[config.mk]
export PLATFORM = sky130hd
export DESIGN_NAME = loop_sequencer
export DESIGN_NICKNAME = d
export VERILOG_FILES = /design/src/conv_pkg.sv /design/src/loop_sequencer.sv
export VERILOG_INCLUDE_DIRS = /design/src
export SDC_FILE = /design/constraint.sdc
export NUM_CORES = 1
export LEC_CHECK = 0
export BUFFER_PORTS_ARGS = -buffer_cell sky130_fd_sc_hd__buf_2
export CAP_MARGIN = 30
export CORE_MARGIN = 1
export CORE_UTILIZATION = 50
export DETAILED_ROUTE_END_ITERATION = 12
export HOLD_SLACK_MARGIN = 0.02
export MAX_ROUTING_LAYER = met4
export PLACE_DENSITY = 0.67
export REMOVE_ABC_BUFFERS = 1
export SYNTH_ARGS = -nofsm -noshare
export SYNTH_HDL_FRONTEND = slang
export SYNTH_SLANG_ARGS = --single-unit
[constraint.sdc]
create_clock -name clk -period 30.2 [get_ports clk]
set_input_delay 1.51 -clock clk [delete_from_list [all_inputs] [get_ports clk]]
set_output_delay 1.51 -clock clk [all_outputs]
set_load 0.005 [all_outputs]
[src/conv_tiled_cfg.svh]
/*
 * sizes and widths of the tiled convolution engine
 * tile shape, data widths, buffer and FIFO depths
 */
`ifndef CONV_TILED_CFG_SVH
`define CONV_TILED_CFG_SVH

`define CONV_IC0              4     // input channels per ifmap beat
`define CONV_OC0              4     // output lanes per weight beat
`define CONV_DAT_W            16    // ifmap and weight samples
`define CONV_ACC_W            32    // accumulator and ofmap word
`define CONV_PARAM_W          16    // one field of the parameter word
`define CONV_ADDR_W           10    // buffer address

// on-chip buffers, must hold a whole tile
`define CONV_IFMAP_DEPTH      1024
`define CONV_WEIGHT_DEPTH     1024
`define CONV_OFMAP_FIFO_DEPTH 4     // finished pixel vectors

`endif

[src/conv_pkg.sv]
/*
 * shared types of the convolution engine
 * layer parameter word, lane vectors, phase FSM states
 */
`include "conv_tiled_cfg.svh"

package conv_pkg;

  // host parameter beat, oc1 in the top bits
  typedef struct packed {
    logic [`CONV_PARAM_W-1:0] oc1;
    logic [`CONV_PARAM_W-1:0] ic1;
    logic [`CONV_PARAM_W-1:0] fy;     // square kernel, fx == fy
    logic [`CONV_PARAM_W-1:0] oy0;    // square output tile
    logic [`CONV_PARAM_W-1:0] stride;
  } layer_params_t;

  // lanes are signed, cast with $signed where multiplied
  typedef logic [`CONV_IC0-1:0][`CONV_DAT_W-1:0] ifmap_vec_t;
  typedef logic [`CONV_OC0-1:0][`CONV_DAT_W-1:0] weight_vec_t;
  typedef logic [`CONV_OC0-1:0][`CONV_ACC_W-1:0] acc_vec_t;   // one output pixel

  // layer phases, loading and computing never overlap
  typedef enum logic [1:0] {
    IDLE,   // waiting for a parameter beat
    LOAD,   // filling both buffers
    RUN,    // sequencer active
    DRAIN   // last pixels leaving
  } phase_t;

endpackage

[src/loop_sequencer.sv]
/*
 * loop nest of one layer: oc1 / oy / ox / ic1 / ky / kx / ic0
 * buffer read addresses, first/last tags, ifmap lane select
 */
`timescale 1ns/1ps
`include "conv_tiled_cfg.svh"

module loop_sequencer import conv_pkg::*; (
  input  logic                     clk,
  input  logic                     rst_n,
  input  logic                     start,
  input  logic [`CONV_PARAM_W-1:0] oc1_max,
  input  logic [`CONV_PARAM_W-1:0] oy0_max,
  input  logic [`CONV_PARAM_W-1:0] iy0,
  input  logic [`CONV_PARAM_W-1:0] stride,
  input  logic [`CONV_PARAM_W-1:0] fy,
  input  logic [`CONV_PARAM_W-1:0] ic1,
  input  logic                     has_room,
  input  ifmap_vec_t               ifmap_rdata,
  output logic                     ifmap_ren,
  output logic [`CONV_ADDR_W-1:0]  ifmap_raddr,
  output logic                     weight_ren,
  output logic [`CONV_ADDR_W-1:0]  weight_raddr,
  output logic [`CONV_DAT_W-1:0]   lane_dat,
  output logic                     acc_first,
  output logic                     acc_last,
  output logic                     done
);

  localparam int SEL_W = $clog2(`CONV_IC0);

  logic                     busy;
  logic                     step;     // one MAC row issued this cycle
  logic                     rd_vld;   // read data valid, step delayed
  logic [SEL_W-1:0]         ic0;
  logic [SEL_W-1:0]         sel;
  logic [`CONV_PARAM_W-1:0] kx, ky, c1, ox, oy, oc1;
  logic [`CONV_ADDR_W-1:0]  w_base;   // first weight of the current oc1 block
  logic [`CONV_ADDR_W-1:0]  w_idx;
  logic [31:0]              row, col, ifa;
  logic                     kx_wrap, ky_wrap, c1_wrap, pix_end, ox_wrap, blk_end;
  logic                     pix_first;

  assign step       = busy && has_room;   // stall whole nest on a full FIFO
  assign ifmap_ren  = step;
  assign weight_ren = step;

  // wrap conditions, each level includes all inner ones
  assign kx_wrap   = (ic0 == SEL_W'(`CONV_IC0 - 1)) && (kx == fy - 1'b1);
  assign ky_wrap   = kx_wrap && (ky == fy - 1'b1);
  assign c1_wrap   = ky_wrap && (c1 == ic1 - 1'b1);
  assign pix_end   = c1_wrap;             // last row of one output pixel
  assign ox_wrap   = pix_end && (ox == oy0_max);
  assign blk_end   = ox_wrap && (oy == oy0_max);   // oc1 block finished
  assign pix_first = (ic0 == '0) && (kx == '0) && (ky == '0) && (c1 == '0);

  // ifmap beat index: ic1 plane, then row, then column
  assign row         = oy * stride + ky;
  assign col         = ox * stride + kx;
  assign ifa         = (c1 * iy0 + row) * iy0 + col;
  assign ifmap_raddr = ifa[`CONV_ADDR_W-1:0];
  assign weight_raddr = w_idx;

  // idle cycles feed a zero sample so the MAC sums stay put
  assign lane_dat = rd_vld ? ifmap_rdata[sel] : '0;

  always_ff @(posedge clk) begin
    if (!rst_n) begin
      busy   <= 1'b0;
      done   <= 1'b0;
      ic0    <= '0;
      kx     <= '0;
      ky     <= '0;
      c1     <= '0;
      ox     <= '0;
      oy     <= '0;
      oc1    <= '0;
      w_base <= '0;
      w_idx  <= '0;
    end else if (start) begin
      busy   <= 1'b1;
      done   <= 1'b0;
      ic0    <= '0;
      kx     <= '0;
      ky     <= '0;
      c1     <= '0;
      ox     <= '0;
      oy     <= '0;
      oc1    <= '0;
      w_base <= '0;
      w_idx  <= '0;
    end else if (step) begin
      ic0 <= (ic0 == SEL_W'(`CONV_IC0 - 1)) ? '0 : ic0 + 1'b1;
      if (ic0 == SEL_W'(`CONV_IC0 - 1)) kx <= (kx == fy - 1'b1) ? '0 : kx + 1'b1;
      if (kx_wrap) ky <= (ky == fy - 1'b1) ? '0 : ky + 1'b1;
      if (ky_wrap) c1 <= (c1 == ic1 - 1'b1) ? '0 : c1 + 1'b1;
      if (pix_end) ox <= (ox == oy0_max) ? '0 : ox + 1'b1;
      if (ox_wrap) oy <= (oy == oy0_max) ? '0 : oy + 1'b1;
      if (blk_end) oc1 <= oc1 + 1'b1;
      // weights replay per pixel, advance only past a whole block
      if (pix_end && !blk_end) begin
        w_idx <= w_base;
      end else begin
        w_idx <= w_idx + 1'b1;
      end
      if (blk_end) w_base <= w_idx + 1'b1;
      if (blk_end && (oc1 == oc1_max)) begin
        busy <= 1'b0;
        done <= 1'b1;   // held until the next start
      end
    end
  end

  // tags travel one cycle to meet the RAM read data
  always_ff @(posedge clk) begin
    if (!rst_n) begin
      rd_vld    <= 1'b0;
      acc_first <= 1'b0;
      acc_last  <= 1'b0;
    end else begin
      rd_vld    <= step;
      acc_first <= step && pix_first;
      acc_last  <= step && pix_end;
    end
  end

  always_ff @(posedge clk) begin
    if (step) sel <= ic0;   // lane of the ifmap beat being read
  end

endmodule

# == Word-level counts from Yosys, hierarchy flattened ==
# Cells that the tools add are included.
# word_totals
reg_bits,125
latch_bits,0
ram_bits,0
mem_bits_ro,0
inputBits,164
output_inout_bits,41
wordCells,84
n_memories,0
# classes
add_sub_neg,14
n_mul,4
div_mod_pow,0
magnitude_cmp,1
n_eq_ne,7
n_shift,0
n_mux,13
bitwise,1
n_reduce_logical,29
# op_table
operator,n
$mux 16,7
$add 16x1->16 const B,6
$eq 16x16->1,6
$mul 16x16->32,2
$logic_not 16->1,3
$add 32x16->32,1
$add 32x32->32,1
$bmux 16 s2,1
$mul 32x16->10,1
$sub 16x1->16 const B,2
$add 10x10->10,2
$mul 16x16->10,1
$reduce_and 2->1,8
$logic_and 1x1->1,13
$add 10x1->10 const B,1
$mux 10,1
$reduce_bool 2->1,2
$lt 2x3->1 const B,1
$mux 1,3
$add 2x1->2 const B,1
$eq 2x2->1 const B,1
$logic_not 2->1,1
$mux 2,1
$reduce_or 2->1,1
other kinds (2),2

# == Depth between registers and ports, before layout ==
# Gate-level depths: netlist of the first run.
# depth
ltp_word,11
ltp_mapped,42
ltp_nobuf,40

# == Least setup slack after synthesis of the first run ==
# No wires, ideal clock.
# synth_timing
path_type,input-to-output
start,input iy0[1]
end,output ifmap_raddr[9]
t_arrival_ps,11496
setup_slack_ps,17194
cell_stages,35
n_path_buf,2
cell_sequence,clkbuf_1 > clkbuf_1 > nand2_1 > fa_1 > fa_1 > fa_1 > inv_1 > ha_1 > fa_1 > fa_1 > ha_1 > fa_1 > ha_1 > xnor2_1 > nand2_1 > fa_1 > fa_1 > fa_1 > inv_1 > fa_1 > inv_1 > fa_1 > inv_1 > fa_1 > inv_1 > fa_1 > xor2_1 > xnor2_1 > xnor2_1 > xnor2_1 > xnor2_1 > xnor2_1 > xnor2_1 > xnor3_1 > xnor2_1
# synth_via
elab_chain_cells,4
# synth_lines
element,line_no,text
start: declaration,loop_sequencer.sv:14,"input logic [`CONV_PARAM_W-1:0] iy0,"
$mul 16x16->32,loop_sequencer.sv:60,assign ifa = (c1 * iy0 + row) * iy0 + col;
$add 32x32->32,loop_sequencer.sv:60,
$mul 32x16->10 (*),loop_sequencer.sv:60,
$add 10x10->10 (*),loop_sequencer.sv:60,
end: declaration,loop_sequencer.sv:21,"output logic [`CONV_ADDR_W-1:0] ifmap_raddr,"
# Mark *: on every way between the ends. The rest lies on a longest branch, timed or not.

# == Final worst setup path of the first run ==
# layout_timing
start,input iy0[4]
end,output ifmap_raddr[9]
# Same word-level chain as after synthesis.

==> results of run 1 <==
## placed cells by master (no fill, tap or decap), types with 5 or more instances in the layout
cell,count
a31oi_1,8
clkbuf_16,17
mux4_2,16
or3_1,12
buf_2,192
o21ai_0,23
buf_4,7
mux2i_1,17
nand2_1,211
a21oi_1,35
nor3_1,38
nor2b_1,15
nor3b_1,5
nor2_1,130
fa_1,128
and3_1,18
or4_1,17
o211ai_1,9
dfxtp_1,123
nand2b_1,16
xor2_1,76
inv_1,203
a211oi_1,8
nor4b_1,5
ha_1,118
and2_1,108
nor4_1,54
a32oi_1,8
xnor2_1,183
nand3_1,59
nand4_1,42
or2_2,6
## synthesized netlist by cell type (all sizes together) (19+ instances only)
cell and count:
o21ai 26, xnor2 183, nor3 40, ha 118
nor2 130, a21oi 35, nand3 59, xor2 76
nor4 59, and2 108, or4 19, nand2 211
buf 25, nand4 43, dfxtp 123, inv 203
clkbuf 79, fa 128
## where the power goes
part	internal (mW)	switching, mW	total (mW)
clock	0.125	0.0930	0.218
combinational	0.0186	0.0271	0.0457
sequential	0.166	0.000612	0.166
## path summary, 6_finish.rpt
| path | from | end | slack (ns) | cells past startpoint |
|---|---|---|---|---|
| max reg2reg | ky[0] | ox[12] | 25.94 | 9 |
| min | w_base[1] | weight_raddr[1] | 0.47 | 2 |
| max | iy0[4] | ifmap_raddr[9] | 16.54 | 35 |
| min reg2reg | w_base[1] | weight_raddr[1] | 0.47 | 2 |
## area by class of cell
type | count | area, µm² | share of cell area
multi-input cells | 1447 | 11800 | 0.685
clock buffers | 18 | 429 | 0.0248
inverters | 203 | 762 | 0.0441
repair buffers | 201 | 1060 | 0.0611
well taps | 396 | 495 | 0.0287
clock inverters | 14 | 174 | 0.0101
flip-flops and latches | 125 | 2520 | 0.146
## layer usage
layer  vias to the layer above  track usage
met1                      6573        0.384
li1                       6450            -
met5                         -            -
met2                       519        0.451
met3                        69       0.0437
met4                         0        0.102
## critical path, delay by kind of cell
family / cells / cell delay [ns]
adders and majority gates: 16 / 7.54
xor gates and xnor gates: 10 / 2.14
buffers and inverters: 7 / 0.67
and+or+nand+nor: 2 / 0.26
## sequential cells by signal, indices dropped and copies added (netlist names)
register,flops
oy,16
c1,16
sel,2
acc_first,1
ic0,2
done,1
rd_vld,1
weight_raddr,10
ox,16
busy,1
acc_last,1
w_base,10
kx,16
oc1,16
ky,16
## cell families after synthesis
logic type,share of synthesized area
muxes,0.0348
xor gates and xnor gates,0.147
AOI/OAI and AO/OA,0.0607
DFF,0.162
buffers and inverters,0.0769
adders and majority gates,0.260
and+or+nand+nor,0.258
==> results.sh, run 1 <==
export IMPL_wl_per_cell_um=18.0
export IMPL_post_route_cells_drive_above_1_share=0.139
export IMPL_pin_count=205
export IMPL_drt_total_wl_um=43300
export IMPL_ctsHoldBuffers=0
export IMPL_ant_nets=0
export IMPL_gr_usage_all_layers=0.290
export IMPL_setup_viol=0
export IMPL_dpl_cell_area_mm2=0.0167
export IMPL_cpMostUsedCell="fa_1"
export IMPL_cp_start_kind="primary input"
export IMPL_place_gp_congestion=0.932
export IMPL_p_leak_nw=7.38
export IMPL_antenna_found_initial=0
export IMPL_crit_fanout=12
export IMPL_crit_slowest_cell="fa_1"
export IMPL_yosysTopAreaCell="fa_1"
export IMPL_whs_ns=0.473
export IMPL_status="completed"
export IMPL_syn_avg_cell_area_um2=8.28
export IMPL_h_tree_depth=4
export IMPL_dp_slack_ns=16.56
export IMPL_drtIter0Drc=800
export IMPL_ir_drop_v=0.0000302
export IMPL_cts_tree="built"
export IMPL_fillerInstances=2848
export IMPL_tns_ns=0
export IMPL_required_ns=28.69
export IMPL_finalCritPeriodShare=0.452
export IMPL_vias=13611
export IMPL_wl_met1_um=19200
export IMPL_met3_length_um=3270
export IMPL_port_buffers=192
export IMPL_finClkSkew_ns=0.0139
export IMPL_clkTransAtPathRegs_ns=0.06
export IMPL_setup_ws_ns=16.54
export IMPL_drc_errors=0
export IMPL_powerDensity_mw_per_mm2=24.9
export IMPL_clk_latency_ns=0.44
export IMPL_ys_seq_area_frac=0.162
export IMPL_diodes=0
export IMPL_final_net_count=2405
export IMPL_cts_setup_buffers=0
export IMPL_syn2layout_area_growth_pct=11.1
export IMPL_dieArea_mm2=0.0318
export IMPL_highest_layer="met4"
export IMPL_ctsResizeCount=0
export IMPL_grt_pass1_vias=13294
export IMPL_finalInstanceArea_mm2=0.0173
export IMPL_worst_slew_pin_slew_ns=0.840
export IMPL_cts_buffer_depth=2
export IMPL_core_mm2=0.0306
export IMPL_initial_core_util=0.508
export IMPL_cts_buffers=17
export IMPL_rsz0062_at_grt="false"
export IMPL_grt_pass1_wl_um=69500
export IMPL_yosys_cell_types_count=79
export IMPL_timing_fmax_mhz=73.2
export IMPL_dr_pass1_iters=5
export IMPL_synth_edff_count=2
export IMPL_layout_cells_non_filler=2404
export IMPL_dp_hpwl_um=33800
export IMPL_finalPower_mw=0.430
export IMPL_critPathMaxStageDelay_ns=0.61
export IMPL_hold_viol=0
export IMPL_yosys_area_top_type_share=0.165
export IMPL_syn_area_mm2=0.0156
export IMPL_synthTopCellsByArea="fa_1 16%, dfxtp_1 16%, xnor2_1 10%, ha_1 9.5%, nand2_1 5.1%"
export IMPL_end_kind="output pin"
export IMPL_via_per_inst=5.66
export IMPL_worst_hold_path_type="flip-flop to flip-flop"
export IMPL_critPathKind="primary input to output pin"
export IMPL_finalMaxSlewViolations=0
export IMPL_grt_max_degree=35
export IMPL_synthArstFlopShare=0
export IMPL_num_rows=64
export IMPL_clock_sink_count=125
export IMPL_ys_flop_type="dfxtp_1"
export IMPL_root_buffer="clkbuf_16"
export IMPL_die_y_um=178
export IMPL_ys_ff_latch=125
export IMPL_finalCriticalPeriod_ns=13.66
export IMPL_slew_headroom=0.436
export IMPL_wl_met2_um=19900
export IMPL_maxCapViolCount=0
export IMPL_grt_ovfl_total=0
export IMPL_dp_cells=2371
export IMPL_yosysWarnings=0
export IMPL_final_core_util=0.565
export IMPL_synthCells=1879
export IMPL_die_w_um=178
export IMPL_worstPathArrival_ns=12.15
(Power assumes the default switching activity.)
==> run 2: changes to the inputs <==
Settings changed: PLACE_DENSITY 0.67 to 0.69.
Clock period 30.2 ns to 11.07 ns, I/O delays scaled along.
==> results.sh, run 2 (same netlist as run 1, synthesis figures left out) <==
export IMPL_dieArea_mm2=0.0318
export IMPL_pin_count=205
export IMPL_finalMaxSlewViolations=0
export IMPL_ctsHoldBuffers=0
export IMPL_clk_latency_ns=0.44
export IMPL_worstPathArrival_ns=10.50
export IMPL_layout_commonest_cell="nand2_1"
export IMPL_timing_fmax_mhz=90.5
export IMPL_rsz0062_at_grt="true"
export IMPL_worst_hold_path_type="primary input to flip-flop"
export IMPL_grt_max_degree=35
export IMPL_initial_core_util=0.508
export IMPL_clock_sink_count=125
export IMPL_p_leak_nw=7.66
export IMPL_powerDensity_mw_per_mm2=64.0
export IMPL_maxCapViolCount=0
export IMPL_clkTransAtPathRegs_ns=0.06
export IMPL_grt_ovfl_total=0
export IMPL_final_core_util=0.580
export IMPL_cts_buffer_depth=2
export IMPL_cts_setup_buffers=0
export IMPL_final_net_count=2457
export IMPL_setup_viol=0
export IMPL_finalCritPeriodShare=0.999
export IMPL_dp_hpwl_um=35800
export IMPL_drtIter0Drc=944
export IMPL_critPathKind="flip-flop to output pin"
export IMPL_place_gp_congestion=0.920
export IMPL_port_buffers=192
export IMPL_core_mm2=0.0306
export IMPL_antenna_found_initial=4
export IMPL_vias=13797
export IMPL_via_per_inst=5.61
export IMPL_hold_viol=0
export IMPL_crit_slowest_cell="fa_1"
export IMPL_ant_nets=0
export IMPL_post_route_cells_drive_above_1_share=0.171
export IMPL_critPathMaxStageDelay_ns=0.56
export IMPL_dpl_cell_area_mm2=0.0171
export IMPL_cpMostUsedCell="fa_1"
export IMPL_h_tree_depth=4
export IMPL_end_kind="output pin"
export IMPL_finalCriticalPeriod_ns=11.06
export IMPL_slew_headroom=0.350
export IMPL_crit_fanout=9
export IMPL_finClkSkew_ns=0.0179
export IMPL_num_rows=64
export IMPL_cp_start_kind="flip-flop"
export IMPL_root_buffer="clkbuf_16"
export IMPL_die_w_um=178
export IMPL_drt_total_wl_um=44400
export IMPL_worst_slew_pin_slew_ns=0.974
export IMPL_die_y_um=178
export IMPL_grt_pass1_vias=13506
export IMPL_wl_per_cell_um=18.1
export IMPL_layout_common_cells="211 x nand2_1, 203 x inv_1, 192 x buf_2"
export IMPL_grt_pass1_wl_um=70700
export IMPL_syn2layout_area_growth_pct=14.0
export IMPL_dr_pass1_iters=6
export IMPL_status="completed"
export IMPL_required_ns=10.52
export IMPL_drc_errors=0
export IMPL_cts_tree="built"
export IMPL_ir_drop_v=0.0000720
export IMPL_cts_buffers=17
export IMPL_gr_usage_all_layers=0.292
export IMPL_finalInstanceArea_mm2=0.0177
-- run 2: critical path: cells and delay by family (launching register included) --
family | cells | cell delay (ns)
adders and majority gates | 14 | 6.53
and+or+nand+nor | 2 | 0.18
AOI/OAI and AO/OA | 2 | 0.39
xor gates and xnor gates | 10 | 1.79
buffers and inverters | 11 | 0.81
DFF | 1 | 0.38
-- run 2: what timing repair did --
item / in CTS / in global routing
gates resized for setup: 27 / 0
pin swaps: 15 / 3
endpoints found under the setup margin: 1 / 1
-- run 2: final cells by class --
type                       count  area (µm²)
fill                        2886       12900
timing repair buffer         253        1430
antenna                        4        10.0
inverter                     203         762
clock buffer                  18         439
multi-input combinational   1447       11900
sequential                   125        2550
tap                          396         495
clock inverter                14         139
-- run 2: final timing paths --
path	startpoint	endpoint	slack (ns)	cells past startpoint
worst min register to register	done	done	0.48	2
worst min-delay path	rst_n	busy	0.41	2
worst max register to register	kx[7]	ox[7]	6.84	10
worst max-delay path	c1[2]	ifmap_raddr[9]	0.01	39
-- run 2: metrics by stage --
step | power [mW] | setup TNS, ns | hold WS [ns] | std cells | setup slack, ns
3_3_place_gp | 0.589 | -0.192 | 0.448 | 2423 | -0.192
6_report | 1.14 | 0 | 0.407 | 2460 | 0.0148
5_1_grt | 1.17 | -0.391 | 0.396 | 2459 | -0.391
3_5_place_dp | 0.591 | -0.290 | 0.463 | 2424 | -0.290
4_1_cts | 1.14 | 0 | 0.401 | 2456 | 0.0146
2_1_floorplan | 0.516 | 0 | 0.453 | 1775 | 0.444
-- run 2: power by group --
group | leakage [nW] | switching [mW] | internal [mW]
sequential | 1.02 | 0.00223 | 0.450
combinational | 6.36 | 0.0730 | 0.0560
clock | 0.283 | 0.249 | 0.305
-- run 2: metal layers --
metal | part of all wire | GRT usage | vias to the layer above
li1 | - | - | 6572
met1 | 0.45 | 0.390 | 6725
met2 | 0.47 | 0.465 | 438
met3 | 0.059 | 0.0409 | 62
met4 | 0.018 | 0.0749 | 0
met5 | 0 | - | -
